--- src/hw/arp_cache_defines.svh ---
`ifndef ARP_CACHE_DEFINES_SVH
`define ARP_CACHE_DEFINES_SVH

// Table geometry
`define ARP_LINES_PER_WAY 16
`define ARP_NUM_WAYS 4

// Line select and way select widths
`define ARP_LINE_BITS ($clog2(`ARP_LINES_PER_WAY))
`define ARP_WAY_BITS ($clog2(`ARP_NUM_WAYS))

// Entry address, line in the high bits and way in the low bits
`define ARP_ADDR_BITS (`ARP_LINE_BITS + `ARP_WAY_BITS)

// Age counter pads an entry out to 96 bits
`define ARP_AGE_BITS 15

`endif
--- src/hw/arp_entry_pkg.sv ---
`include "arp_cache_defines.svh"

package arp_entry_pkg;

	// One table row, 1 + 15 + 32 + 48 bits
	typedef struct packed {
		logic                     valid;
		logic [`ARP_AGE_BITS-1:0] age;
		logic [31:0]              ip;
		logic [47:0]              mac;
	} arp_entry_t;

	// Lookup walk
	typedef enum logic [1:0] {
		LOOKUP_IDLE,
		LOOKUP_READ,
		LOOKUP_FINISH
	} lookup_state_t;

	// Learn insert or refresh
	typedef enum logic [2:0] {
		LEARN_IDLE,
		LEARN_WAIT_LOCK,
		LEARN_READ,
		LEARN_CHOOSE,
		LEARN_WRITE
	} learn_state_t;

	// Aging walk, clearing pass first out of reset
	typedef enum logic [2:0] {
		AGING_CLEAR,
		AGING_IDLE,
		AGING_WAIT_LOCK,
		AGING_READ,
		AGING_WRITE
	} aging_state_t;

	// Byte sum folded with the low half of the address
	function automatic logic [`ARP_LINE_BITS-1:0] arp_hash(input logic [31:0] ip);
		logic [15:0] sum;
		logic [15:0] mixed;
		sum = ip[7:0] + ip[15:8] + ip[23:16] + ip[31:24];
		mixed = sum ^ ip[15:0];
		return mixed[`ARP_LINE_BITS-1:0];
	endfunction

endpackage

--- src/hw/arp_mem_pkg.sv ---
`include "arp_cache_defines.svh"

package arp_mem_pkg;

	// Request from one engine toward the table
	typedef struct packed {
		logic                       req;
		logic                       write;
		logic [`ARP_ADDR_BITS-1:0]  addr;
		arp_entry_pkg::arp_entry_t  wdata;
	} table_req_t;

	// Read data, one cycle after the grant
	typedef struct packed {
		logic                       valid;
		arp_entry_pkg::arp_entry_t  rdata;
	} table_rsp_t;

	// Who was granted last, for response routing
	typedef enum logic [1:0] {
		REQ_LOOKUP,
		REQ_LEARN,
		REQ_AGING
	} requester_t;

endpackage

--- src/hw/arp_lookup_engine.sv ---
`timescale 1ns/1ps
`include "arp_cache_defines.svh"

module arp_lookup_engine (
	input  logic                    clk,
	input  logic                    rst_n,
	input  logic                    lookup_en,
	input  logic [31:0]             lookup_ip,
	output logic                    lookup_ready,
	output logic                    lookup_done,
	output logic                    lookup_hit,
	output logic [47:0]             lookup_mac,
	output arp_mem_pkg::table_req_t req,
	input  logic                    grant,
	input  arp_mem_pkg::table_rsp_t rsp
);
	import arp_entry_pkg::*;

	lookup_state_t             state;
	logic [31:0]               ip_q;
	logic [`ARP_LINE_BITS-1:0] line_q;
	logic [`ARP_WAY_BITS-1:0]  rd_way;
	logic [`ARP_WAY_BITS-1:0]  rsp_way;
	logic                      found_q;
	logic [47:0]               mac_q;
	logic                      rsp_match;
	logic                      last_rsp;

	// Low through the done cycle, back up the cycle after
	assign lookup_ready = (state == LOOKUP_IDLE) && !lookup_done;

	assign rsp_match = rsp.valid && rsp.rdata.valid && (rsp.rdata.ip == ip_q);
	assign last_rsp  = rsp.valid && (rsp_way == '1) && (state == LOOKUP_FINISH);

	// One read per way, back to back
	always_comb begin
		req      = '0;
		req.req  = (state == LOOKUP_READ);
		req.addr = {line_q, rd_way};
	end

	//////////////////////////////////////////////////////////////////////
	// Walk control

	always_ff @(posedge clk or negedge rst_n) begin
		if (!rst_n) begin
			state       <= LOOKUP_IDLE;
			rd_way      <= '0;
			rsp_way     <= '0;
			found_q     <= 1'b0;
			lookup_done <= 1'b0;
			lookup_hit  <= 1'b0;
		end else begin
			lookup_done <= 1'b0;
			lookup_hit  <= 1'b0;
			// Count returning ways, first match wins
			if (rsp.valid) begin
				rsp_way <= rsp_way + 1'b1;
			end
			if (rsp_match && !found_q) begin
				found_q <= 1'b1;
			end
			case (state)
				LOOKUP_IDLE: begin
					if (lookup_en && lookup_ready) begin
						state   <= LOOKUP_READ;
						rd_way  <= '0;
						rsp_way <= '0;
						found_q <= 1'b0;
					end
				end
				LOOKUP_READ: begin
					if (grant) begin
						rd_way <= rd_way + 1'b1;
						if (rd_way == '1) begin
							state <= LOOKUP_FINISH;
						end
					end
				end
				LOOKUP_FINISH: begin
					// Last way back, report
					if (last_rsp) begin
						lookup_done <= 1'b1;
						lookup_hit  <= found_q || rsp_match;
						state       <= LOOKUP_IDLE;
					end
				end
				default: state <= LOOKUP_IDLE;
			endcase
		end
	end

	// Address and MAC payload
	always_ff @(posedge clk) begin
		if (state == LOOKUP_IDLE && lookup_en && lookup_ready) begin
			ip_q   <= lookup_ip;
			line_q <= arp_hash(lookup_ip);
		end
		if (rsp_match && !found_q) begin
			mac_q <= rsp.rdata.mac;
		end
		// Broadcast MAC on a miss
		if (last_rsp) begin
			lookup_mac <= found_q ? mac_q : (rsp_match ? rsp.rdata.mac : '1);
		end
	end

endmodule

--- config.mk ---
export PLATFORM = sky130hd
export DESIGN_NAME = arp_lookup_engine
export DESIGN_NICKNAME = d
export VERILOG_FILES = /design/src/hw/arp_entry_pkg.sv /design/src/hw/arp_mem_pkg.sv /design/src/hw/arp_lookup_engine.sv
export VERILOG_INCLUDE_DIRS = /design/src /design/src/hw
export SDC_FILE = /design/constraint.sdc
export NUM_CORES = 1
export LEC_CHECK = 0
export BUFFER_PORTS_ARGS = -buffer_cell sky130_fd_sc_hd__buf_2
export CAP_MARGIN = 20
export CORE_ASPECT_RATIO = 0.6
export CORE_UTILIZATION = 51
export DETAILED_ROUTE_END_ITERATION = 16
export PLACE_DENSITY = 0.87
export SLEW_MARGIN = 20
export SYNTH_ARGS = -nofsm -noshare
export SYNTH_HDL_FRONTEND = slang
export SYNTH_SLANG_ARGS = --single-unit
--- constraint.sdc ---
create_clock -name clk -period 12.3 [get_ports clk]
set_clock_uncertainty 0.2 [all_clocks]
set_input_delay 0.615 -clock clk [delete_from_list [all_inputs] [get_ports clk]]
set_output_delay 0.615 -clock clk [all_outputs]
set_load 0.01 [all_outputs]
==> results.md <==
* Core region area at around 12000 µm²
* Basic-gate share of the synthesized area counting and, or, nand and nor cells at 0.0984
* Hold depth at 1
* DRT iter0 DRCs at 218
* Critical path data required time at 12250 ps
* Least setup slack across all paths after layout at 9280 ps
* Buffers from clock root to sink, at most at 2
* Pin count of the biggest net entering global routing at 99
* Die W at 147 µm
* Met2 track demand over resource at 0.347
* Seq cells post-synth at 141
* Area contributors post-synth: edfxtp_1 (61%), buf_4 (11%), nor2b_1 (4.8%)
* Outcome: completed
* Most used standard cell by instance count after synthesis: edfxtp_1
* Area overhead of the layout relative to synthesis at 20.4%
* Dpl hpwl at 9330 µm
* Met1 layer usage reported by global route at 0.270
* Vias in the first global route at between 3k and 4k
* Length in cells of the worst reg-to-reg path at 5
* Setup_tns at 0 ps
* Most Crowded Layer GR: met2
* Count of final setup violators at 0
* NumNets Final at 820
* Share of async-settable or async-resettable flops after synthesis at 0.0638
* Sequential element share of the synthesized area at 0.647
* Setup repair after global routing missed its margin: no
* Row count at 31
* Worst-margin pin slew at 837 ps
* Detail-routed net length per standard cell at 15.5 µm
* Global Route met3 Usage at 0.0449
* MaxCap Viol Count at 0
* Synth warn at 0
* Antenna viol nets, final at 0
* Sum of routed wire length over all layers at 13200 µm
* Initial standard-cell utilization of the core at 0.530
* Global-route wire length before repair at 20000 µm
* Mean number of vias per cell at 4.62
* Length of the first detailed-routing pass in iterations at 5
* Count of antenna diodes in the layout at 0
* H-tree levels at 4
* Worst slack at placement at 8870 ps
* Combinational family with the most area after synthesis: buffers and inverters
* Relative slew margins at 0.442
* Combined area of the multi-input logic cells at 1820 µm²
* Vias post-DR at approximately 3.9k
* Min cycle time layout at between 3000 and 4000 ps
* Storage cell area at 4190 µm²
* GR Overflow Total at 0
* Post-synthesis instance total at 494
* Element type at the critical path end: register
* Fmax at 331 MHz
* Synth Area in Compound Gates at 0.0417
* Placed Instances at 822
* Kind of path behind the tightest hold check: input pin to register
* Final weighted congestion of routability-driven global placement at 0.842
* Resize count post-CTS at 0
* Remaining design rule violation count at 0
* Number of antenna violations at the first check in global routing at 0
* Fraction of post-synthesis cell area in the top cell type by area at 0.612
* Core Util, Final at 0.638
* Num ports at around 290
* Input/output buffers at between 150 and 200
* Worst-path fanout max at 3
* Most common library cells after synthesis: edfxtp_1 (132), buf_4 (98), nor2_1 (50), nor2b_1 (50), a21oi_1 (48)
* Post-synthesis cell type with the largest combined area: edfxtp_1
* Mapped cell area at ~6500 µm²
* Number of CTS-inserted buffers at 17
* TritonCTS Sinks at 141
* Post-synthesis area per instance at 13.1 µm²
* TritonCTS clock tree: done
* Buffer cell driving the clock tree root: clkbuf_16
* Most frequently used flop master after synthesis: edfxtp_1
* Hold violation total from the final report at 0
* Static power due to leakage at between 0.003 and 0.004 µW
* Type of the setup path with the least slack: input pin to register
* Worst Setup Start Kind: input pin
* Clock transition at the registers of the reported paths at roughly 60 ps
* Period utilization at 0.246
* Mux share of post-synthesis cell area at 0.00155
* Netlist cell types at 26
* Number of fill cells in the layout at 939
* DIE HEIGHT at 89.3 µm
* Number of synthesized flops with an enable pin at 132
* Fraction of final layout cells sized beyond drive strength 1 at 0.312
* Final Instance Count excl. Fillers at 855
* IR Drop Worst-Case VDD at 96.9 µV
* Critical Path AT at 2970 ps
* Total routing resource utilization after global routing at 0.206
* Die area at around 13000 µm²
* Number of pins with negative max-slew slack in the final report at 0
* Synthesized-area fraction occupied by adder cells at 0.0263
* Clock latency reported for the late side of the worst-skew pair at 400 ps
* Areal power density over the cells at 159 nW/µm²
* Xor and xnor area share after synthesis at 0.0555
## where the power goes
part           switching (µW)  internal, µW
combinational            84.4          56.5
clock                     202           323
sequential               15.4           561
## metrics by stage
stage / total power [µW] / hold WS (ps) / cell area, µm²
4_1_cts: 1250 / 169 / 7790
6_report: 1240 / 186 / 7790
2_1_floorplan: 690 / 119 / 6830
3_5_place_dp: 726 / 279 / 7170
5_1_grt: 1290 / 163 / 7790
3_3_place_gp: 715 / 267 / 7170
## layout make-up
cell class | count | share of cell area
clock buffers | 17 | 0.0546
clock inverters | 15 | 0.0238
inverters | 10 | 0.00482
multi-input cells | 326 | 0.234
flip-flops and latches | 141 | 0.538
well taps | 165 | 0.0265
repair buffers | 181 | 0.118
## worst max-delay path, stage by stage
cell and delay (ps):
buf_2 110, inv_1 60, fa_1 580, fa_1 430, inv_1 70, ha_1 140, inv_1 50, fa_1 370
xnor2_1 280, xnor2_1 140, xnor2_1 140
## cell families (layout without fill, tap and decap cells)
kind of cell	count (synthesis)	after routing
buf+inv	123	223
other cells	1	97
simple gates	125	125
fa+ha+maj	10	10
xor+xnor	41	41
flops	141	141
mux	1	1
compound gates	52	52
## flip-flops by register name (all words and copies together) (netlist names)
register / cells
found_q: 1
ip_q: 32
line_q: 4
lookup_done: 1
lookup_hit: 1
lookup_mac: 48
mac_q: 48
rd_way: 2
rsp_way: 2
state: 2
## final timing paths
| check | startpoint | endpoint | slack (ps) |
|---|---|---|---|
| max | lookup_ip[1] | line_q[3]$_DFFE_PP_ | 9280 |
| min | lookup_ip[30] | ip_q[30]$_DFFE_PP_ | 190 |
| max reg2reg | ip_q[24]$_DFFE_PP_ | mac_q[2]$_DFFE_PP_ | 9500 |
| min reg2reg | rd_way[0]$_DFFE_PN0P_ | rd_way[0]$_DFFE_PN0P_ | 340 |
| max in group asynchronous | rst_n | found_q$_DFF_PN0_ | 11300 |
| min in group asynchronous | rst_n | state[0]$_DFFE_PN0P_ | 400 |
## what timing repair did
| item | in CTS | in global routing |
|---|---|---|
| buffers inserted | 0 | 0 |
| hold buffers | 1 | 0 |
| hold endpoints to repair | 9 | 0 |
## cells in the final DEF, fill, tap and decap left out, types with 10 or more instances in the layout
cell type / Yosys / routed
conb_1: 1 / 97
clkbuf_16: 0 / 17
xnor2_1: 23 / 23
inv_1: 10 / 10
a21oi_1: 48 / 48
buf_2: 4 / 175
edfxtp_1: 132 / 132
nor2_1: 50 / 50
nor2b_1: 50 / 50
xor2_1: 18 / 18
## routing by layer
layer	part of all wire	wire [µm]
met5	0	0
met4	0.013	168
met3	0.053	695
met2	0.50	6660
met1	0.43	5710
Note: power is estimated with default switching activity, not from simulation.
