--- config.mk ---
export PLATFORM = sky130hd
export DESIGN_NAME = arp_table_arbiter
export DESIGN_NICKNAME = d
export VERILOG_FILES = /design/src/hw/arp_entry_pkg.sv /design/src/hw/arp_mem_pkg.sv /design/src/hw/arp_table_arbiter.sv
export VERILOG_INCLUDE_DIRS = /design/src /design/src/hw
export SDC_FILE = /design/constraint.sdc
export NUM_CORES = 1
export LEC_CHECK = 0
export BUFFER_PORTS_ARGS = -buffer_cell sky130_fd_sc_hd__buf_4
export CAP_MARGIN = 20
export CORE_AREA = 2 2 317 319
export CTS_BUF_LIST = sky130_fd_sc_hd__clkbuf_16
export CTS_CLUSTER_SIZE = 16
export DETAILED_ROUTE_END_ITERATION = 7
export DIE_AREA = 0 0 319 321
export PLACE_DENSITY = 0.3
export SETUP_SLACK_MARGIN = 0.15
export SLEW_MARGIN = 25
export SYNTH_ARGS = -nofsm -noshare
export SYNTH_HDL_FRONTEND = slang
export SYNTH_SLANG_ARGS = --single-unit
--- constraint.sdc ---
create_clock -name clk -period 1.72 [get_ports clk]
set_input_delay 0.172 -clock clk [delete_from_list [all_inputs] [get_ports clk]]
set_output_delay 0.172 -clock clk [all_outputs]
set_load 0.01 [all_outputs]
--- src/hw/arp_cache_defines.svh ---
`ifndef ARP_CACHE_DEFINES_SVH
`define ARP_CACHE_DEFINES_SVH

// Table geometry
`define ARP_LINES_PER_WAY 16
`define ARP_NUM_WAYS 4

// Line select and way select widths
`define ARP_LINE_BITS ($clog2(`ARP_LINES_PER_WAY))
`define ARP_WAY_BITS ($clog2(`ARP_NUM_WAYS))

// Entry address, line in the high bits and way in the low bits
`define ARP_ADDR_BITS (`ARP_LINE_BITS + `ARP_WAY_BITS)

// Age counter pads an entry out to 96 bits
`define ARP_AGE_BITS 15

`endif
--- src/hw/arp_entry_pkg.sv ---
`include "arp_cache_defines.svh"

package arp_entry_pkg;

	// One table row, 1 + 15 + 32 + 48 bits
	typedef struct packed {
		logic                     valid;
		logic [`ARP_AGE_BITS-1:0] age;
		logic [31:0]              ip;
		logic [47:0]              mac;
	} arp_entry_t;

	// Lookup walk
	typedef enum logic [1:0] {
		LOOKUP_IDLE,
		LOOKUP_READ,
		LOOKUP_FINISH
	} lookup_state_t;

	// Learn insert or refresh
	typedef enum logic [2:0] {
		LEARN_IDLE,
		LEARN_WAIT_LOCK,
		LEARN_READ,
		LEARN_CHOOSE,
		LEARN_WRITE
	} learn_state_t;

	// Aging walk, clearing pass first out of reset
	typedef enum logic [2:0] {
		AGING_CLEAR,
		AGING_IDLE,
		AGING_WAIT_LOCK,
		AGING_READ,
		AGING_WRITE
	} aging_state_t;

	// Byte sum folded with the low half of the address
	function automatic logic [`ARP_LINE_BITS-1:0] arp_hash(input logic [31:0] ip);
		logic [15:0] sum;
		logic [15:0] mixed;
		sum = ip[7:0] + ip[15:8] + ip[23:16] + ip[31:24];
		mixed = sum ^ ip[15:0];
		return mixed[`ARP_LINE_BITS-1:0];
	endfunction

endpackage

--- src/hw/arp_mem_pkg.sv ---
`include "arp_cache_defines.svh"

package arp_mem_pkg;

	// Request from one engine toward the table
	typedef struct packed {
		logic                       req;
		logic                       write;
		logic [`ARP_ADDR_BITS-1:0]  addr;
		arp_entry_pkg::arp_entry_t  wdata;
	} table_req_t;

	// Read data, one cycle after the grant
	typedef struct packed {
		logic                       valid;
		arp_entry_pkg::arp_entry_t  rdata;
	} table_rsp_t;

	// Who was granted last, for response routing
	typedef enum logic [1:0] {
		REQ_LOOKUP,
		REQ_LEARN,
		REQ_AGING
	} requester_t;

endpackage

--- src/hw/arp_table_arbiter.sv ---
`timescale 1ns/1ps

module arp_table_arbiter (
	input  logic                    clk,
	input  logic                    rst_n,
	input  arp_mem_pkg::table_req_t lookup_req,
	input  arp_mem_pkg::table_req_t learn_req,
	input  arp_mem_pkg::table_req_t aging_req,
	input  logic                    learn_lock_req,
	input  logic                    aging_lock_req,
	output arp_mem_pkg::table_rsp_t lookup_rsp,
	output arp_mem_pkg::table_rsp_t learn_rsp,
	output arp_mem_pkg::table_rsp_t aging_rsp,
	output logic                    lookup_grant,
	output logic                    learn_grant,
	output logic                    aging_grant,
	output logic                    learn_lock_own,
	output logic                    aging_lock_own,
	output arp_mem_pkg::table_req_t mem_req,
	input  arp_mem_pkg::table_rsp_t mem_rsp
);
	import arp_mem_pkg::*;

	requester_t last_q;

	// Lookup always wins, the others only under their own lock
	assign lookup_grant = lookup_req.req;
	assign learn_grant  = learn_req.req && learn_lock_own && !lookup_req.req;
	assign aging_grant  = aging_req.req && aging_lock_own && !lookup_req.req && !learn_grant;

	always_comb begin
		mem_req = '0;
		if (lookup_grant) begin
			mem_req = lookup_req;
		end else if (learn_grant) begin
			mem_req = learn_req;
		end else if (aging_grant) begin
			mem_req = aging_req;
		end
	end

	//////////////////////////////////////////////////////////////////////
	// Response routing and lock ownership

	always_ff @(posedge clk or negedge rst_n) begin
		if (!rst_n) begin
			last_q         <= REQ_LOOKUP;
			learn_lock_own <= 1'b0;
			aging_lock_own <= 1'b0;
		end else begin
			if (lookup_grant) begin
				last_q <= REQ_LOOKUP;
			end else if (learn_grant) begin
				last_q <= REQ_LEARN;
			end else if (aging_grant) begin
				last_q <= REQ_AGING;
			end
			// Owner keeps it until lock_req drops, learn before aging
			if (learn_lock_own) begin
				learn_lock_own <= learn_lock_req;
			end else if (aging_lock_own) begin
				aging_lock_own <= aging_lock_req;
			end else if (learn_lock_req) begin
				learn_lock_own <= 1'b1;
			end else if (aging_lock_req) begin
				aging_lock_own <= 1'b1;
			end
		end
	end

	// Read data goes to everyone, valid only to the last grantee
	always_comb begin
		lookup_rsp       = mem_rsp;
		learn_rsp        = mem_rsp;
		aging_rsp        = mem_rsp;
		lookup_rsp.valid = mem_rsp.valid && (last_q == REQ_LOOKUP);
		learn_rsp.valid  = mem_rsp.valid && (last_q == REQ_LEARN);
		aging_rsp.valid  = mem_rsp.valid && (last_q == REQ_AGING);
	end

	a_grant_onehot: assert property (
		@(posedge clk) disable iff (!rst_n) $onehot0({lookup_grant, learn_grant, aging_grant})
	) else $error("more than one table grant");

	// Writes come only from the lock holder
	a_write_owner: assert property (
		@(posedge clk) disable iff (!rst_n)
			(learn_req.req && learn_req.write |-> learn_lock_own) and
			(aging_req.req && aging_req.write |-> aging_lock_own)
	) else $error("table write requested without lock");

endmodule

==> impl_metrics.py, run 1 <==
metrics = {
    "outcome": {
        "status": "complete, but fails checks",
        "failed_checks": "setup timing",
    },
    "placement": {
        "dp_hpwl_mm": 28.4,
        "place_inst": 1972,
        "port_buffers": 428,
        "dpl_worst_slack_ps": -410,
        "globalplace.congestion": 0.762,
    },
    "power_and_ir_drop": {
        "p_leak_nw": 3.34,
        "powerDensity_nw_per_um2": 333,
        "fin_total_pwr_mw": 2.64,
        "ir_worst_vdd_uv": 164,
    },
    "global_route": {
        "grt_usage_pct": 6.77,
        "grt_pass1_vias": 4985,
        "antenna_found_initial": 5,
        "grt_pass1_wl_mm": 46.7,
        "grt_overflow": 0,
        "grt_max_degree": 55,
    },
    "route": {
        "num_vias": 4703,
        "dr_wl_met2_mm": 19.6,
        "vias_per_cell": 2.34,
        "drtAntennaViolNets": 0,
        "dr.pass1.iters": 5,
        "top_layer": "met5",
        "drt-total-wl_mm": 40.0,
        "wl_met3_mm": 4.27,
        "drt-wirelength-per-cell_um": 19.9,
        "drt-met1-wl_mm": 14.8,
        "drt_iter0_markers": 159,
        "drc": 0,
    },
    "cts": {
        "cts_max_level": 1,
        "clk-insertion-delay-late_ps": 230,
        "numClockSinks": 4,
        "clockBufferDepth": 2,
        "cts_root_buf": "clkbuf_16",
        "cts_buffers": 3,
        "cts_tree": "yes",
        "clk_transition_reported_paths_ps": 30,
    },
    "critical_path": {
        "r2r_start": "learn_lock_own$_DFF_PN0_",
        "r2r_cells": 3,
        "cp-start-kind": "register",
        "regToRegSetupSlack_ps": 840,
        "cp_max_fo": 27,
        "arrival_ps": 1920,
        "crit_type": "reg2out",
        "crit_path_end_kind": "output port",
        "r2r_end": "last_q[1]$_DFFE_PN0P_",
        "required_ps": 1550,
    },
    "cells_and_area": {
        "nFillCells": 11660,
        "mostFrequentLayoutCell": "buf_4",
        "final_cell_mix": "411 x buf_4, 103 x and2_1, 93 x a221o_1",
        "final_cell_count_no_fill": 2012,
        "final_nets": 1128,
        "area_growth_pct": 87.7,
        "drive_gt1_share_pct": 69.8,
        "fin_util_pct": 8.00,
    },
    "min_path": {
        "min_to": "aging_lock_own$_DFFE_PN0N_",
        "hold_depth": 2,
        "hp-class": "in2reg",
        "min-delay-start": "aging_lock_req",
    },
    "die": {
        "core_um2": 99300,
        "start_util_pct": 4.26,
        "design.portCount": 813,
        "die_h_um": 321,
        "std_cell_rows": 116,
        "dieArea_um2": 102000,
        "die_w_um": 319,
    },
    "logic_synthesis": {
        "async_flop_share_pct": 100,
        "synth.distinct_cells": 17,
        "synthFlopType": "dfrtp_1",
        "synth.cell_area_um2": 4230,
        "yosysWarningCount": 0,
        "synth_seq_cells": 4,
        "syn_nets": 964,
        "synth_area_per_cell_um2": 7.68,
        "ys_seq_area_share_pct": 2.36,
        "synth_edf_count": 0,
        "synth_cells": 551,
    },
    "timing": {
        "tightest_slew_ps": 473,
        "setup_viol": 104,
        "max_freq_mhz": 478,
        "fin_setup_tns_ps": -29000,
        "period_needed_ps": 2090,
        "drv_slew": 0,
        "rsz0062_at_grt": "true",
        "fin_skew_ps": 2.47,
        "timing.final.ws_setup_ps": -372,
        "hold_viol_final": 0,
        "final.period_utilization_pct": 122,
        "slew_headroom_pct": 68.4,
    },
    "run": {
        "max-cap-violations": 0,
    },
}
cell usage after synthesis (all sizes together) (2+ instances only):
cell type | instances | area (µm²)
a21oi | 3 | 15.0
dfrtp | 4 | 100
nand2 | 5 | 18.8
nor2b | 2 | 12.5
buf | 308 | 2310
and2 | 103 | 644
a221o | 103 | 1030
nor2 | 3 | 11.3
clkbuf | 15 | 56.3
worst max-delay path by stage:
| stage | to | cells after the start | from | slack, ps |
|---|---|---|---|---|
| floorplan | mem_req[34] | 6 | learn_lock_own$_DFF_PN0_ | 160 |
| global placement | mem_req[90] | 5 | learn_lock_own$_DFF_PN0_ | -480 |
| detailed placement | mem_req[90] | 5 | learn_lock_own$_DFF_PN0_ | -410 |
| CTS | mem_req[91] | 7 | learn_lock_own$_DFF_PN0_ | -390 |
| global route | mem_req[50] | 8 | learn_lock_own$_DFF_PN0_ | -420 |
| finish | mem_req[72] | 7 | learn_lock_own$_DFF_PN0_ | -370 |
critical path, cell delays in order (launching register included):
cell	delay (ps)
dfrtp_1	390
buf_4	150
nand2_4	60
nor2_4	40
buf_12	140
buf_12	150
a221o_2	530
buf_6	160
sequential cells by signal (all words and copies together) (netlist names):
name and cells:
learn_lock_own 1, aging_lock_own 1, last_q 2
stage by stage:
stage               hold slack [ps]  area (µm²)
detailed placement            -25.1        6990
CTS                             181        7740
global placement              -28.9        6990
global route                    193        7950
floorplan                      -124        4230
finish                          180        7950
area by class of cell:
class / count / area [µm²] / area share, %
Antenna cell: 1 / 2.50 / 0.0315
Clock buffer: 3 / 75.1 / 0.945
Inverter: 1 / 3.75 / 0.0472
Multi-Input combinational cell: 223 / 1810 / 22.8
Sequential cell: 4 / 100 / 1.26
Tap cell: 1298 / 1620 / 20.4
Timing Repair Buffer: 482 / 4330 / 54.4
metal layers:
layer	vias to the layer above	GRT usage [%]
met3	78	2.66
met2	503	12.3
met5	-	0
met1	2131	7.36
li1	1983	-
met4	8	1.64
power breakdown:
| group | internal [mW] | leakage (nW) | total (mW) | switching [mW] |
|---|---|---|---|---|
| Combinational | 1.25 | 3.25 | 2.17 | 0.921 |
| Sequential | 0.105 | 0.0513 | 0.114 | 0.00855 |
| Clock | 0.297 | 0.0370 | 0.364 | 0.0668 |
repair_timing:
item                       4_1_cts  5_1_grt
pin swaps                       34       18
resized for setup               59        9
setup endpoints to repair      105      105
hold buffers                     1        0
hold endpoints to repair         4        0
gates cloned                    11        5
buffers inserted                14        5
logic make-up after synthesis:
family                 Yosys count  share of synthesized area, %
AND/OR/NAND/NOR                115                          16.6
buffers and inverters          324                          55.9
flip-flops                       4                          2.36
AO/OA/AOI/OAI                  108                          25.1
Power figures use the tool's default switching activity.
==> inputs of run 2 (changes only) <==
CORE_AREA = 10 10 307 309   (was 2 2 317 319)
DIE_AREA = 0 0 317 319   (was 0 0 319 321)
==> run 2 against run 1 <==
  * The flow still finishes with violations (setup timing)
  * Design area shrank 6.3%
  * Cell count decreased by 7.0%
  * Critical path depth increased by 1
  * Flip-flop and latch count is the same
  * Wire length fell by 25%
  * Non-clock buffer count shrank 6
  * Clock skew about the same
  * First-iteration DRC count decreased by 5.0%
  * Die area decreased by 1.2%
  * Sequential power rose by 7%
  * Worst setup slack improved by 160 ps
  * Highest routed layer is now met4
==> impl_metrics.py, run 2 (same netlist as run 1, synthesis figures left out) <==
metrics = {
    "outcome": {
        "status": "complete, but fails checks",
        "failed_checks": "setup timing",
    },
    "cells_and_area": {
        "mostFrequentLayoutCell": "buf_4",
        "final_cell_mix": "406 x buf_4, 103 x and2_1, 103 x a221o_1",
        "area_growth_pct": 75.8,
        "top_register": "last_q",
        "design_area_um2": 7440,
        "nFillCells": 10301,
        "n_antenna_cell": 0,
        "drive_gt1_share_pct": 68.2,
        "largest_reg_flops": 2,
        "final_nets": 1122,
        "top_regs": "last_q (2), aging_lock_own (1), learn_lock_own (1)",
    },
    "power_and_ir_drop": {
        "ir_worst_vdd_uv": 401,
        "powerDensity_nw_per_um2": 320,
        "p_leak_nw": 3.21,
    },
    "cts": {
        "cts_root_buf": "clkbuf_16",
        "clk-insertion-delay-late_ps": 220,
        "clk_transition_reported_paths_ps": 30,
        "cts_tree": "yes",
        "cts_max_level": 1,
        "cts_buffers": 3,
        "clockBufferDepth": 2,
        "numClockSinks": 4,
    },
    "critical_path": {
        "cp_max_fo": 5,
        "required_ps": 1550,
        "cpPeakStageDelay_ps": 380,
        "cp_common_cell": "buf_6",
        "arrival_ps": 1760,
        "cp_num_buf_inv": 5,
        "cp_slowest_cell": "dfrtp_1",
        "path_cells": "a21oi_2, nor2b_4, buf_6, buf_6, buf_8, buf_16, a221o_1, buf_6",
        "crit_type": "reg2out",
        "cp-start-kind": "register",
        "crit_path_end_kind": "output port",
        "cpLargestDelayFamily": "buffers and inverters",
    },
    "die": {
        "die_h_um": 319,
        "std_cell_rows": 109,
        "dieArea_um2": 101000,
        "design.portCount": 813,
        "start_util_pct": 4.81,
        "die_w_um": 317,
        "core_um2": 88000,
    },
    "route": {
        "drt-total-wl_mm": 30.0,
        "drc": 0,
        "drt_iter0_markers": 151,
        "num_vias": 4466,
        "drtAntennaViolNets": 0,
        "drt-wirelength-per-cell_um": 16.0,
        "dr.pass1.iters": 4,
        "vias_per_cell": 2.39,
    },
    "placement": {
        "port_buffers": 428,
        "dp_hpwl_mm": 25.1,
        "globalplace.congestion": 0.799,
        "placed_area_um2": 6880,
    },
    "timing": {
        "period_needed_ps": 1930,
        "hold_ws_ps": 177,
        "max_freq_mhz": 518,
        "slew_headroom_pct": 72.3,
        "timing.final.ws_setup_ps": -210,
        "final.period_utilization_pct": 112,
        "drv_slew": 0,
        "fin_skew_ps": 2.36,
        "hold_viol_final": 0,
        "setup_viol": 103,
        "tightest_slew_ps": 415,
        "rsz0062_at_grt": "true",
    },
    "global_route": {
        "grt_pass1_wl_mm": 37.6,
        "antenna_found_initial": 5,
        "grt_pass1_vias": 5022,
        "grt_usage_pct": 5.08,
        "grt_max_degree": 51,
        "grt_overflow": 0,
    },
    "run": {
        "max-cap-violations": 0,
    },
    "min_path": {
        "hp-class": "in2reg",
    },
}
==> run 2: cell types whose count changed in the layout (fill, tap and decap cells not counted), sizes merged <==
cell   change
buf        -6
diode      -1
==> run 2: layout make-up <==
cell class | count | area (µm²) | share of cell area [%]
clock buffers | 3 | 75.1 | 1.01
flip-flops and latches | 4 | 100 | 1.34
well taps | 1165 | 1460 | 19.6
repair buffers | 476 | 4020 | 54.0
multi-input cells | 223 | 1790 | 24.0
inverters | 1 | 3.75 | 0.0504
==> run 2: stage by stage <==
step,total power [mW],std cells,utilization (%),TNS (ps),setup slack [ps]
6_report,2.38,1872,8.46,-13670,-210
3_5_place_dp,1.88,1851,7.82,-176,-84.4
4_1_cts,2.38,1864,8.27,-14960,-206
5_1_grt,2.55,1872,8.46,-25020,-303
3_3_place_gp,1.90,1851,7.82,-772,-124
2_1_floorplan,1.37,551,-,0,156
==> run 2: repair_timing <==
item | 4_1_cts | 5_1_grt
setup buffers | 7 | 3
gates resized for setup | 53 | 11
hold endpoints to repair | 4 | 0
cloned | 2 | 5
pin swaps | 3 | 6
hold buffers | 1 | 0
endpoints found under the setup margin | 105 | 105
==> run 2: routing by layer <==
layer	track usage (%)	wire length, µm	vias up
met5	0	0	-
met4	1.51	935	0
met3	3.41	5180	58
met2	8.22	13300	491
met1	5.25	10600	1952
li1	-	-	1965
==> run 2: report_power, final <==
group / leakage, nW / internal (mW) / switching (mW) / total, mW
clock: 0.0370 / 0.297 / 0.0633 / 0.360
combinational: 3.12 / 1.16 / 0.739 / 1.90
sequential: 0.0513 / 0.105 / 0.0175 / 0.122
==> run 2: worst paths after layout <==
check,startpoint,end,slack (ps),depth (start not counted)
setup / recovery,learn_lock_own$_DFF_PN0_,mem_req[75],-210,8
hold / removal,aging_lock_req,aging_lock_own$_DFFE_PN0N_,180,2
setup reg to reg,learn_lock_own$_DFF_PN0_,aging_lock_own$_DFFE_PN0N_,730,3
hold reg to reg,aging_lock_own$_DFFE_PN0N_,learn_lock_own$_DFF_PN0_,580,2
max in group asynchronous,rst_n,learn_lock_own$_DFF_PN0_,1320,2
min in group asynchronous,rst_n,last_q[1]$_DFFE_PN0P_,300,2
