`src/hw/arp_cache_defines.svh`:
```
`ifndef ARP_CACHE_DEFINES_SVH
`define ARP_CACHE_DEFINES_SVH

// Table geometry
`define ARP_LINES_PER_WAY 16
`define ARP_NUM_WAYS 4

// Line select and way select widths
`define ARP_LINE_BITS ($clog2(`ARP_LINES_PER_WAY))
`define ARP_WAY_BITS ($clog2(`ARP_NUM_WAYS))

// Entry address, line in the high bits and way in the low bits
`define ARP_ADDR_BITS (`ARP_LINE_BITS + `ARP_WAY_BITS)

// Age counter pads an entry out to 96 bits
`define ARP_AGE_BITS 15

`endif
```
`src/hw/arp_entry_pkg.sv`:
```
`include "arp_cache_defines.svh"

package arp_entry_pkg;

	// One table row, 1 + 15 + 32 + 48 bits
	typedef struct packed {
		logic                     valid;
		logic [`ARP_AGE_BITS-1:0] age;
		logic [31:0]              ip;
		logic [47:0]              mac;
	} arp_entry_t;

	// Lookup walk
	typedef enum logic [1:0] {
		LOOKUP_IDLE,
		LOOKUP_READ,
		LOOKUP_FINISH
	} lookup_state_t;

	// Learn insert or refresh
	typedef enum logic [2:0] {
		LEARN_IDLE,
		LEARN_WAIT_LOCK,
		LEARN_READ,
		LEARN_CHOOSE,
		LEARN_WRITE
	} learn_state_t;

	// Aging walk, clearing pass first out of reset
	typedef enum logic [2:0] {
		AGING_CLEAR,
		AGING_IDLE,
		AGING_WAIT_LOCK,
		AGING_READ,
		AGING_WRITE
	} aging_state_t;

	// Byte sum folded with the low half of the address
	function automatic logic [`ARP_LINE_BITS-1:0] arp_hash(input logic [31:0] ip);
		logic [15:0] sum;
		logic [15:0] mixed;
		sum = ip[7:0] + ip[15:8] + ip[23:16] + ip[31:24];
		mixed = sum ^ ip[15:0];
		return mixed[`ARP_LINE_BITS-1:0];
	endfunction

endpackage

```
`src/hw/arp_mem_pkg.sv`:
```
`include "arp_cache_defines.svh"

package arp_mem_pkg;

	// Request from one engine toward the table
	typedef struct packed {
		logic                       req;
		logic                       write;
		logic [`ARP_ADDR_BITS-1:0]  addr;
		arp_entry_pkg::arp_entry_t  wdata;
	} table_req_t;

	// Read data, one cycle after the grant
	typedef struct packed {
		logic                       valid;
		arp_entry_pkg::arp_entry_t  rdata;
	} table_rsp_t;

	// Who was granted last, for response routing
	typedef enum logic [1:0] {
		REQ_LOOKUP,
		REQ_LEARN,
		REQ_AGING
	} requester_t;

endpackage

```
`src/hw/arp_aging_walker.sv`:
```
`timescale 1ns/1ps
`include "arp_cache_defines.svh"

module arp_aging_walker (
	input  logic                     clk,
	input  logic                     rst_n,
	input  logic                     aging_tick,
	input  logic [`ARP_AGE_BITS-1:0] max_age,
	output arp_mem_pkg::table_req_t  req,
	input  logic                     grant,
	input  arp_mem_pkg::table_rsp_t  rsp,
	output logic                     lock_req,
	input  logic                     lock_own
);
	import arp_entry_pkg::*;

	aging_state_t              state;
	logic [`ARP_ADDR_BITS-1:0] row;
	arp_entry_t                held_q;
	logic                      held_v;
	arp_entry_t                entry_in;
	arp_entry_t                aged;

	// Clearing pass also needs the lock
	assign lock_req = (state != AGING_IDLE);

	// Fresh read data, or the copy kept while waiting on a grant
	assign entry_in = rsp.valid ? rsp.rdata : held_q;

	always_comb begin
		aged = entry_in;
		if (entry_in.valid) begin
			if (entry_in.age >= max_age) begin
				aged.valid = 1'b0;
			end else begin
				aged.age = entry_in.age + 1'b1;
			end
		end
	end

	always_comb begin
		req      = '0;
		req.addr = row;
		case (state)
			AGING_CLEAR: begin
				req.req   = lock_own;
				req.write = 1'b1;
			end
			AGING_READ: req.req = 1'b1;
			AGING_WRITE: begin
				req.req   = rsp.valid || held_v;
				req.write = 1'b1;
				req.wdata = aged;
			end
			default: req.req = 1'b0;
		endcase
	end

	//////////////////////////////////////////////////////////////////////
	// Row walk

	always_ff @(posedge clk or negedge rst_n) begin
		if (!rst_n) begin
			state  <= AGING_CLEAR;
			row    <= '0;
			held_v <= 1'b0;
		end else begin
			if (state == AGING_WRITE && grant) begin
				held_v <= 1'b0;
			end else if (rsp.valid) begin
				held_v <= 1'b1;
			end
			case (state)
				AGING_CLEAR: begin
					if (grant) begin
						row <= row + 1'b1;
						if (row == '1) state <= AGING_IDLE;
					end
				end
				// Ticks mid-pass are dropped
				AGING_IDLE: begin
					if (aging_tick) begin
						state <= AGING_WAIT_LOCK;
						row   <= '0;
					end
				end
				AGING_WAIT_LOCK: if (lock_own) state <= AGING_READ;
				AGING_READ: if (grant) state <= AGING_WRITE;
				AGING_WRITE: begin
					if (grant) begin
						row   <= row + 1'b1;
						state <= (row == '1) ? AGING_IDLE : AGING_READ;
					end
				end
				default: state <= AGING_IDLE;
			endcase
		end
	end

	// Read copy for a delayed write
	always_ff @(posedge clk) begin
		if (rsp.valid) held_q <= rsp.rdata;
	end

	// Source of ticks must respect the post-reset clear
	a_no_tick_in_clear: assert property (
		@(posedge clk) disable iff (!rst_n) (state == AGING_CLEAR) |-> !aging_tick
	) else $error("aging_tick during clearing pass");

endmodule

```
`config.mk`:
```
export PLATFORM = sky130hd
export DESIGN_NAME = arp_aging_walker
export DESIGN_NICKNAME = d
export VERILOG_FILES = /design/src/hw/arp_entry_pkg.sv /design/src/hw/arp_mem_pkg.sv /design/src/hw/arp_aging_walker.sv
export VERILOG_INCLUDE_DIRS = /design/src /design/src/hw
export SDC_FILE = /design/constraint.sdc
export NUM_CORES = 1
export LEC_CHECK = 0
export BUFFER_PORTS_ARGS = -buffer_cell sky130_fd_sc_hd__buf_2
export CAP_MARGIN = 20
export CORE_ASPECT_RATIO = 0.5
export CORE_MARGIN = 2
export CORE_UTILIZATION = 44
export DETAILED_ROUTE_END_ITERATION = 6
export PLACE_DENSITY = 0.85
export SLEW_MARGIN = 0
export SYNTH_ARGS = -nofsm -noshare
export SYNTH_HDL_FRONTEND = slang
export SYNTH_SLANG_ARGS = --single-unit
export TNS_END_PERCENT = 1
```
`constraint.sdc`:
```
create_clock -name clk -period 4.5 [get_ports clk]
set_clock_uncertainty 0.15 [all_clocks]
set_input_delay 0.225 -clock clk [delete_from_list [all_inputs] [get_ports clk]]
set_output_delay 0.225 -clock clk [all_outputs]
set_load 0.01 [all_outputs]
```
==> results of run 1 <==
## power groups by stage
stage               sequential [mW]  clock [mW]  combinational (mW)
floorplan                      1.12           0               0.537
global placement               1.14           0               0.755
detailed placement             1.14           0               0.772
CTS                            1.12       0.871               0.833
global route                   1.14       0.910               0.932
finish                         1.12       0.856               0.844
## cell families (layout without fill, tap and decap cells)
| kind of cell | after synthesis | after routing | synth area share [%] |
|---|---|---|---|
| AO/OA/AOI/OAI | 57 | 57 | 7.13 |
| buffers and inverters | 54 | 338 | 4.75 |
| flip-flops | 106 | 106 | 43.1 |
| adder cells (fa/ha/maj) | 17 | 17 | 4.22 |
| AND/OR/NAND/NOR | 162 | 162 | 18.9 |
| multiplexers | 96 | 96 | 21.5 |
| other | 0 | 1 | 0 |
| XOR/XNOR | 2 | 2 | 0.348 |
## worst max-delay path: stages
cell      delay (ns)
buf_4           0.53
mux2_2          0.47
ha_1            0.32
a21oi_1         0.13
o21ai_0         0.09
o21bai_1        0.22
a211oi_2        0.67
a31oi_1         0.20
nor3b_2         0.20
buf_2           0.16
## per-layer routing
layer | global-route usage (%) | vias to the layer above | share of wire, %
li1 | - | 2331 | -
met1 | 25.1 | 2287 | 41
met2 | 44.7 | 137 | 52
met3 | 4.51 | 45 | 3.4
met4 | 10.8 | 0 | 3.7
met5 | 0 | - | 0
## cell usage after synthesis
library cell | count | area, µm²
o21bai_1 | 1 | 7.51
o211a_4 | 1 | 17.5
dfrtp_1 | 10 | 250
nand4_1 | 4 | 25.0
and4b_1 | 1 | 10.0
and3_4 | 2 | 22.5
o21ai_0 | 15 | 75.1
and2_1 | 1 | 6.26
nor3b_2 | 3 | 37.5
a31o_1 | 1 | 8.76
clkbuf_1 | 21 | 78.8
nand2b_1 | 3 | 18.8
o21ai_2 | 1 | 8.76
and4_1 | 3 | 26.3
nand3_1 | 11 | 55.1
a32o_1 | 1 | 10.0
mux2_2 | 93 | 1050
o31ai_1 | 1 | 7.51
nor3_1 | 9 | 45.0
o21a_1 | 2 | 15.0
nand3b_1 | 1 | 7.51
buf_2 | 8 | 40.0
nor2b_1 | 2 | 12.5
mux2i_1 | 2 | 20.0
xnor2_1 | 2 | 17.5
ha_1 | 17 | 213
a211oi_1 | 1 | 7.51
buf_4 | 7 | 52.6
o211a_1 | 1 | 10.0
or2_2 | 2 | 12.5
and3_1 | 87 | 544
a21o_1 | 3 | 22.5
a21oi_1 | 21 | 105
dfxtp_1 | 96 | 1920
nor3_2 | 1 | 10.0
mux2_4 | 1 | 15.0
a211oi_2 | 2 | 25.0
inv_1 | 18 | 67.6
o211ai_1 | 1 | 7.51
nor2_1 | 14 | 52.6
nand2_1 | 18 | 67.6
a31oi_1 | 5 | 31.3
## sequential cells by signal (all words and copies together) (netlist names)
name    count
row         6
held_v      1
held_q     96
state       3
## stage by stage
stage,area [µm²],hold WS [ns]
global route,7310,0.00960
global placement,6180,-0.0545
finish,7310,0.0115
CTS,7310,0.00139
floorplan,5040,-0.221
detailed placement,6180,-0.0515
## worst paths after layout
check                                           from                   end  cells past startpoint
worst max register to register  state[1]$_DFFE_PN0P_  state[1]$_DFFE_PN0P_                      6
min in group asynchronous                      rst_n  state[2]$_DFFE_PN0P_                      2
worst max-delay path                         rsp[96]               req[90]                     10
max in group asynchronous                      rst_n  state[2]$_DFFE_PN0P_                      2
worst min register to register    held_q[74]$_DFF_P_    held_q[74]$_DFF_P_                      1
worst min-delay path                         rsp[68]    held_q[68]$_DFF_P_                      2
## area by class of cell
class	instances	area (µm²)	share of cell area [%]
Clock buffer	9	225	3.08
Inverter	18	67.6	0.924
Antenna cell	1	2.50	0.0342
Timing Repair Buffer	304	1930	26.4
Clock inverter	7	103	1.40
Sequential cell	106	2170	29.7
Multi-Input combinational cell	334	2630	35.9
Tap cell	145	181	2.48
==> flow_metrics.env, run 1 <==
export IMPL_status="complete, no violations"
export IMPL_drc_errors=0
export IMPL_track_usage_pct=23.3
export IMPL_switching_share_pct=32.4
export IMPL_post_place_ws_ns=0.874
export IMPL_total_power_mw=2.82
export IMPL_critPathLaunchType="input port"
export IMPL_final_cell_mix="buf_2 (220), dfxtp_1 (96), mux2_2 (93)"
export IMPL_fin_crit_sh_pct=81.0
export IMPL_dp_cells=827
export IMPL_syn2layout_area_growth_pct=45.1
export IMPL_crit_path_max_fanout=55
export IMPL_cts_num_sinks=106
export IMPL_pwr_share_clk_pct=30.3
export IMPL_yosysSeqAreaShare_pct=43.1
export IMPL_wire_per_inst_um=15.8
export IMPL_port_buffers=221
export IMPL_grt_pass1_vias=4842
export IMPL_comb_power_share_pct=29.9
export IMPL_ant_nets=0
export IMPL_core_rowCount=27
export IMPL_cts_tree="built"
export IMPL_max_freq_ghz=0.274
export IMPL_core_um2=11100
export IMPL_maxSlewHeadroom_pct=48.6
export IMPL_cts_root_buf="clkbuf_16"
export IMPL_cts_setup_buffers=0
export IMPL_post_synth_cell_area_avg_um2=10.2
export IMPL_io_pins=222
export IMPL_antenna_found_initial=1
export IMPL_clk_path_buf_depth=2
export IMPL_drt_pass1_iter_count=4
export IMPL_wl_mm=14.6
export IMPL_power_density_nw_per_um2=386
export IMPL_synth_cell_type_count=42
export IMPL_rsz0062_at_grt="no"
export IMPL_min_path_type="in -> reg"
export IMPL_clkTransAtPathRegs_ns=0.07
export IMPL_drv_cap=0
export IMPL_power_share_sequential_pct=39.8
export IMPL_critical_path_class="in -> out"
export IMPL_final_core_util_pct=66.0
export IMPL_nFillCells=873
export IMPL_die_w_um=155
export IMPL_synthCells=494
export IMPL_die_y_um=79.7
export IMPL_drt_first_iter_violations=169
export IMPL_power_net_switching_mw=0.914
export IMPL_setup_viol=0
export IMPL_via_count=4800
export IMPL_layout_commonest_cell="buf_2"
export IMPL_grt_start_max_net_pins=88
export IMPL_via_per_inst=5.19
export IMPL_r2r_slack_ns=2.03
export IMPL_end_kind="primary output"
export IMPL_hold_viol_final=0
export IMPL_final_nets=907
export IMPL_fin_ws_ns=0.857
export IMPL_layout_min_cycle_time_ns=3.64
export IMPL_gp_congestion=0.848
export IMPL_worst_slew_pin_slew_ns=0.770
export IMPL_ir_drop_mv=0.207
export IMPL_grt_ovfl_total=0
export IMPL_internal_power_mw=1.91
export IMPL_synth_seq_cells=106
export IMPL_cp_arrival_ns=3.27
export IMPL_synthesis_area_um2=5040
export IMPL_drive_gt1_share_pct=44.7
export IMPL_grt_pass1_wl_mm=23.1
export IMPL_setup_tns_ns=0
export IMPL_final_cells=924
export IMPL_initial_utilization_pct=45.4
export IMPL_cts_made_buffers=9
export IMPL_cp_required_ns=4.12
export IMPL_ys_warn_count=0
export IMPL_die_area_um2=12400
export IMPL_synthesis_nets=628
export IMPL_htree_levels=3
export IMPL_drv_slew=0
export IMPL_hpwl_mm=9.18
export IMPL_p_leak_nw=3.85
export IMPL_post_cts_resized=0
export IMPL_holdBufCountCts=80
export IMPL_clock_latency_ns=0.33
No activity file was read; power rests on OpenSTA's default activity.
==> run 2, diff against run 1 <==
--- a/config.mk
+++ b/config.mk
@@ -6,13 +6,14 @@
 export SDC_FILE = /design/constraint.sdc
 export NUM_CORES = 1
 export LEC_CHECK = 0
+export ABC_AREA = 1
 export BUFFER_PORTS_ARGS = -buffer_cell sky130_fd_sc_hd__buf_2
 export CAP_MARGIN = 20
 export CORE_ASPECT_RATIO = 0.5
 export CORE_MARGIN = 2
 export CORE_UTILIZATION = 44
 export DETAILED_ROUTE_END_ITERATION = 6
-export PLACE_DENSITY = 0.85
+export PLACE_DENSITY = 0.87
 export SLEW_MARGIN = 0
 export SYNTH_ARGS = -nofsm -noshare
 export SYNTH_HDL_FRONTEND = slang
==> constraint.sdc (replaced) <==
create_clock -name clk -period 3.2 [get_ports clk]
set_clock_uncertainty 0.15 [all_clocks]
set_input_delay 0.16 -clock clk [delete_from_list [all_inputs] [get_ports clk]]
set_output_delay 0.16 -clock clk [all_outputs]
set_load 0.01 [all_outputs]
==> flow_metrics.env, run 2 <==
export IMPL_clk_path_buf_depth=2
export IMPL_drv_cap=0
export IMPL_ir_drop_mv=0.359
export IMPL_setup_tns_ns=0
export IMPL_crit_path_max_fanout=22
export IMPL_max_freq_ghz=0.339
export IMPL_drt_first_iter_violations=331
export IMPL_drive_gt1_share_pct=33.0
export IMPL_synth_seq_cells=106
export IMPL_maxSlewHeadroom_pct=42.7
export IMPL_cts_root_buf="clkbuf_16"
export IMPL_synth_cell_type_count=27
export IMPL_synthArstFlopShare_pct=9.43
export IMPL_drc_errors=0
export IMPL_pwr_share_clk_pct=28.3
export IMPL_ys_top_cells_by_area="dfxtp_1 (35%), inv_1 (10%), or2_2 (9.5%), nor2_1 (9.0%), nand2_1 (8.4%)"
export IMPL_cts_tree="built"
export IMPL_min_path_cells=4
export IMPL_switching_share_pct=35.0
export IMPL_core_um2=11900
export IMPL_die_w_um=161
export IMPL_synthTopCellsByCount="inv_1 (151), nor2_1 (130), nand2_1 (121), dfxtp_1 (96), o21ai_0 (88)"
export IMPL_htree_levels=3
export IMPL_worst_slew_pin_slew_ns=0.860
export IMPL_hpwl_mm=10.9
export IMPL_yosysSeqAreaShare_pct=40.1
export IMPL_post_synth_cell_area_avg_um2=6.78
export IMPL_synth_edf_count=0
export IMPL_synthesis_nets=933
export IMPL_synth_most_common_cell="inv_1"
export IMPL_drt_pass1_iter_count=5
export IMPL_r2r_end="state[0]$_DFFE_PN0P_"
export IMPL_top_regs="held_q (96), row (6), state (3)"
export IMPL_ys_warn_count=0
export IMPL_initial_utilization_pct=45.5
export IMPL_ys_flop_type="dfxtp_1"
export IMPL_internal_power_mw=2.47
export IMPL_io_pins=222
export IMPL_yosys_area_top_type="dfxtp_1"
export IMPL_cts_made_buffers=9
export IMPL_comb_power_share_pct=31.2
export IMPL_synthCells=799
export IMPL_drv_slew=0
export IMPL_die_area_um2=13300
export IMPL_cts_num_sinks=106
export IMPL_final_cell_mix="buf_2 (221), inv_1 (151), nor2_1 (130)"
export IMPL_hold_slack_ns=0.00913
export IMPL_port_buffers=221
export IMPL_ant_nets=0
export IMPL_yosys_area_top_type_share_pct=35.5
export IMPL_antenna_found_initial=0
export IMPL_via_per_inst=4.74
export IMPL_setup_viol=0
export IMPL_fin_crit_sh_pct=92.3
export IMPL_cp_arrival_ns=2.64
export IMPL_end_kind="primary output"
export IMPL_gp_congestion=0.888
export IMPL_grt_ovfl_total=0
export IMPL_status="complete, no violations"
export IMPL_hold_viol_final=0
export IMPL_rsz0062_at_grt="no"
export IMPL_final_nets=1177
export IMPL_track_usage_pct=22.0
export IMPL_min_to="held_q[6]$_DFF_P_"
export IMPL_critPathLaunchType="flip-flop"
export IMPL_power_share_sequential_pct=40.5
export IMPL_layout_commonest_cell="buf_2"
export IMPL_power_density_nw_per_um2=519
export IMPL_largest_reg_flops=96
export IMPL_cp_required_ns=2.89
export IMPL_top_register="held_q"
export IMPL_p_leak_nw=4.07
export IMPL_grt_pass1_vias=5320
export IMPL_wire_per_inst_um=12.8
export IMPL_r2r_cells=8
export IMPL_grt_start_max_net_pins=86
export IMPL_via_count=5751
export IMPL_critical_path_class="reg -> out"
export IMPL_min_path_type="in -> reg"
export IMPL_clkTransAtPathRegs_ns=0.08
export IMPL_core_rowCount=28
export IMPL_worstReg2RegStart="state[1]$_DFFE_PN0P_"
export IMPL_grt_pass1_wl_mm=23.6
export IMPL_synthesis_area_um2=5420
export IMPL_power_net_switching_mw=1.33
export IMPL_syn2layout_area_growth_pct=34.8
export IMPL_layout_min_cycle_time_ns=2.95
export IMPL_die_y_um=82.5
export IMPL_wl_mm=15.5
export IMPL_hp_start="rsp[6]"
export IMPL_num_antenna_cells=0
export IMPL_clock_latency_ns=0.34
export IMPL_r2r_slack_ns=0.91
[run 2: critical path: stages (launching register included)]
cell     delay, ns
dfxtp_1       0.30
o21ai_0       0.26
inv_1         0.15
ha_1          0.31
nand2_1       0.06
nand2_1       0.06
a21oi_1       0.20
nand3_1       0.11
nor2_1        0.11
buf_4         0.26
nand3_1       0.11
nand2_1       0.08
inv_1         0.04
nor2_1        0.12
buf_2         0.15
[run 2: cell type report]
cell class / count / area [µm²]
Fill cell: 1036 / 4600
Multi-Input combinational cell: 506 / 2510
Sequential cell: 106 / 2170
Timing Repair Buffer: 267 / 1550
Inverter: 153 / 574
Clock buffer: 9 / 225
Tap cell: 165 / 206
Clock inverter: 7 / 65.1
[run 2: worst max-delay path by stage]
| stage | start | to | slack (ns) | cells past startpoint |
|---|---|---|---|---|
| final | held_q[92]$_DFF_P_ | req[88] | 0.25 | 14 |
| after global routing | rsp[96] | req[94] | 0.02 | 18 |
| after CTS | held_q[92]$_DFF_P_ | req[88] | 0.27 | 14 |
| after detailed placement | rsp[96] | req[88] | 0.35 | 19 |
| after global placement | rsp[96] | req[85] | 0.41 | 19 |
| after floorplan | rsp[96] | req[93] | 0.80 | 16 |
[run 2: cell families (layout without fill, tap and decap cells)]
logic type	after synthesis	count (layout)	synth area share, %
DFF	106	106	40.1
and+or+nand+nor	382	382	32.2
buffers and inverters	187	436	13.6
AOI/OAI and AO/OA	107	107	10.3
adders and majority gates	17	17	3.93
[run 2: power by group through the flow]
| stage | registers, mW | logic, mW | clock network (mW) |
|---|---|---|---|
| 6_report | 1.54 | 1.18 | 1.07 |
| 5_1_grt | 1.55 | 1.32 | 1.16 |
| 4_1_cts | 1.54 | 1.17 | 1.10 |
| 3_5_place_dp | 1.57 | 1.13 | 0 |
| 3_3_place_gp | 1.56 | 1.09 | 0 |
| 2_1_floorplan | 1.56 | 0.716 | 0 |
[run 2: layer usage]
| layer | vias up | track usage, % | share of wire, % |
|---|---|---|---|
| met5 | - | 0 | 0 |
| met4 | 0 | 9.55 | 2.4 |
| met3 | 40 | 4.20 | 5.2 |
| met2 | 194 | 40.8 | 51 |
| met1 | 2617 | 25.6 | 42 |
| li1 | 2900 | - | - |
[run 2: metrics by stage]
| stage | cell area, µm² | setup WS (ns) | utilization (%) | total power [mW] | cells |
|---|---|---|---|---|---|
| global route | 7310 | 0.0222 | 61.3 | 4.03 | 1213 |
| detailed placement | 6630 | 0.345 | 55.6 | 2.69 | 1158 |
| finish | 7310 | 0.246 | 61.3 | 3.79 | 1213 |
| CTS | 7310 | 0.270 | 61.3 | 3.81 | 1213 |
| floorplan | 5420 | 0.796 | - | 2.27 | 799 |
| global placement | 6630 | 0.406 | 55.6 | 2.65 | 1158 |
[run 2: timing repair]
action                    in CTS  in global routing
hold buffers                  39                  0
resized for setup              0                  0
hold endpoints to repair      49                  0
setup buffers                  0                  0
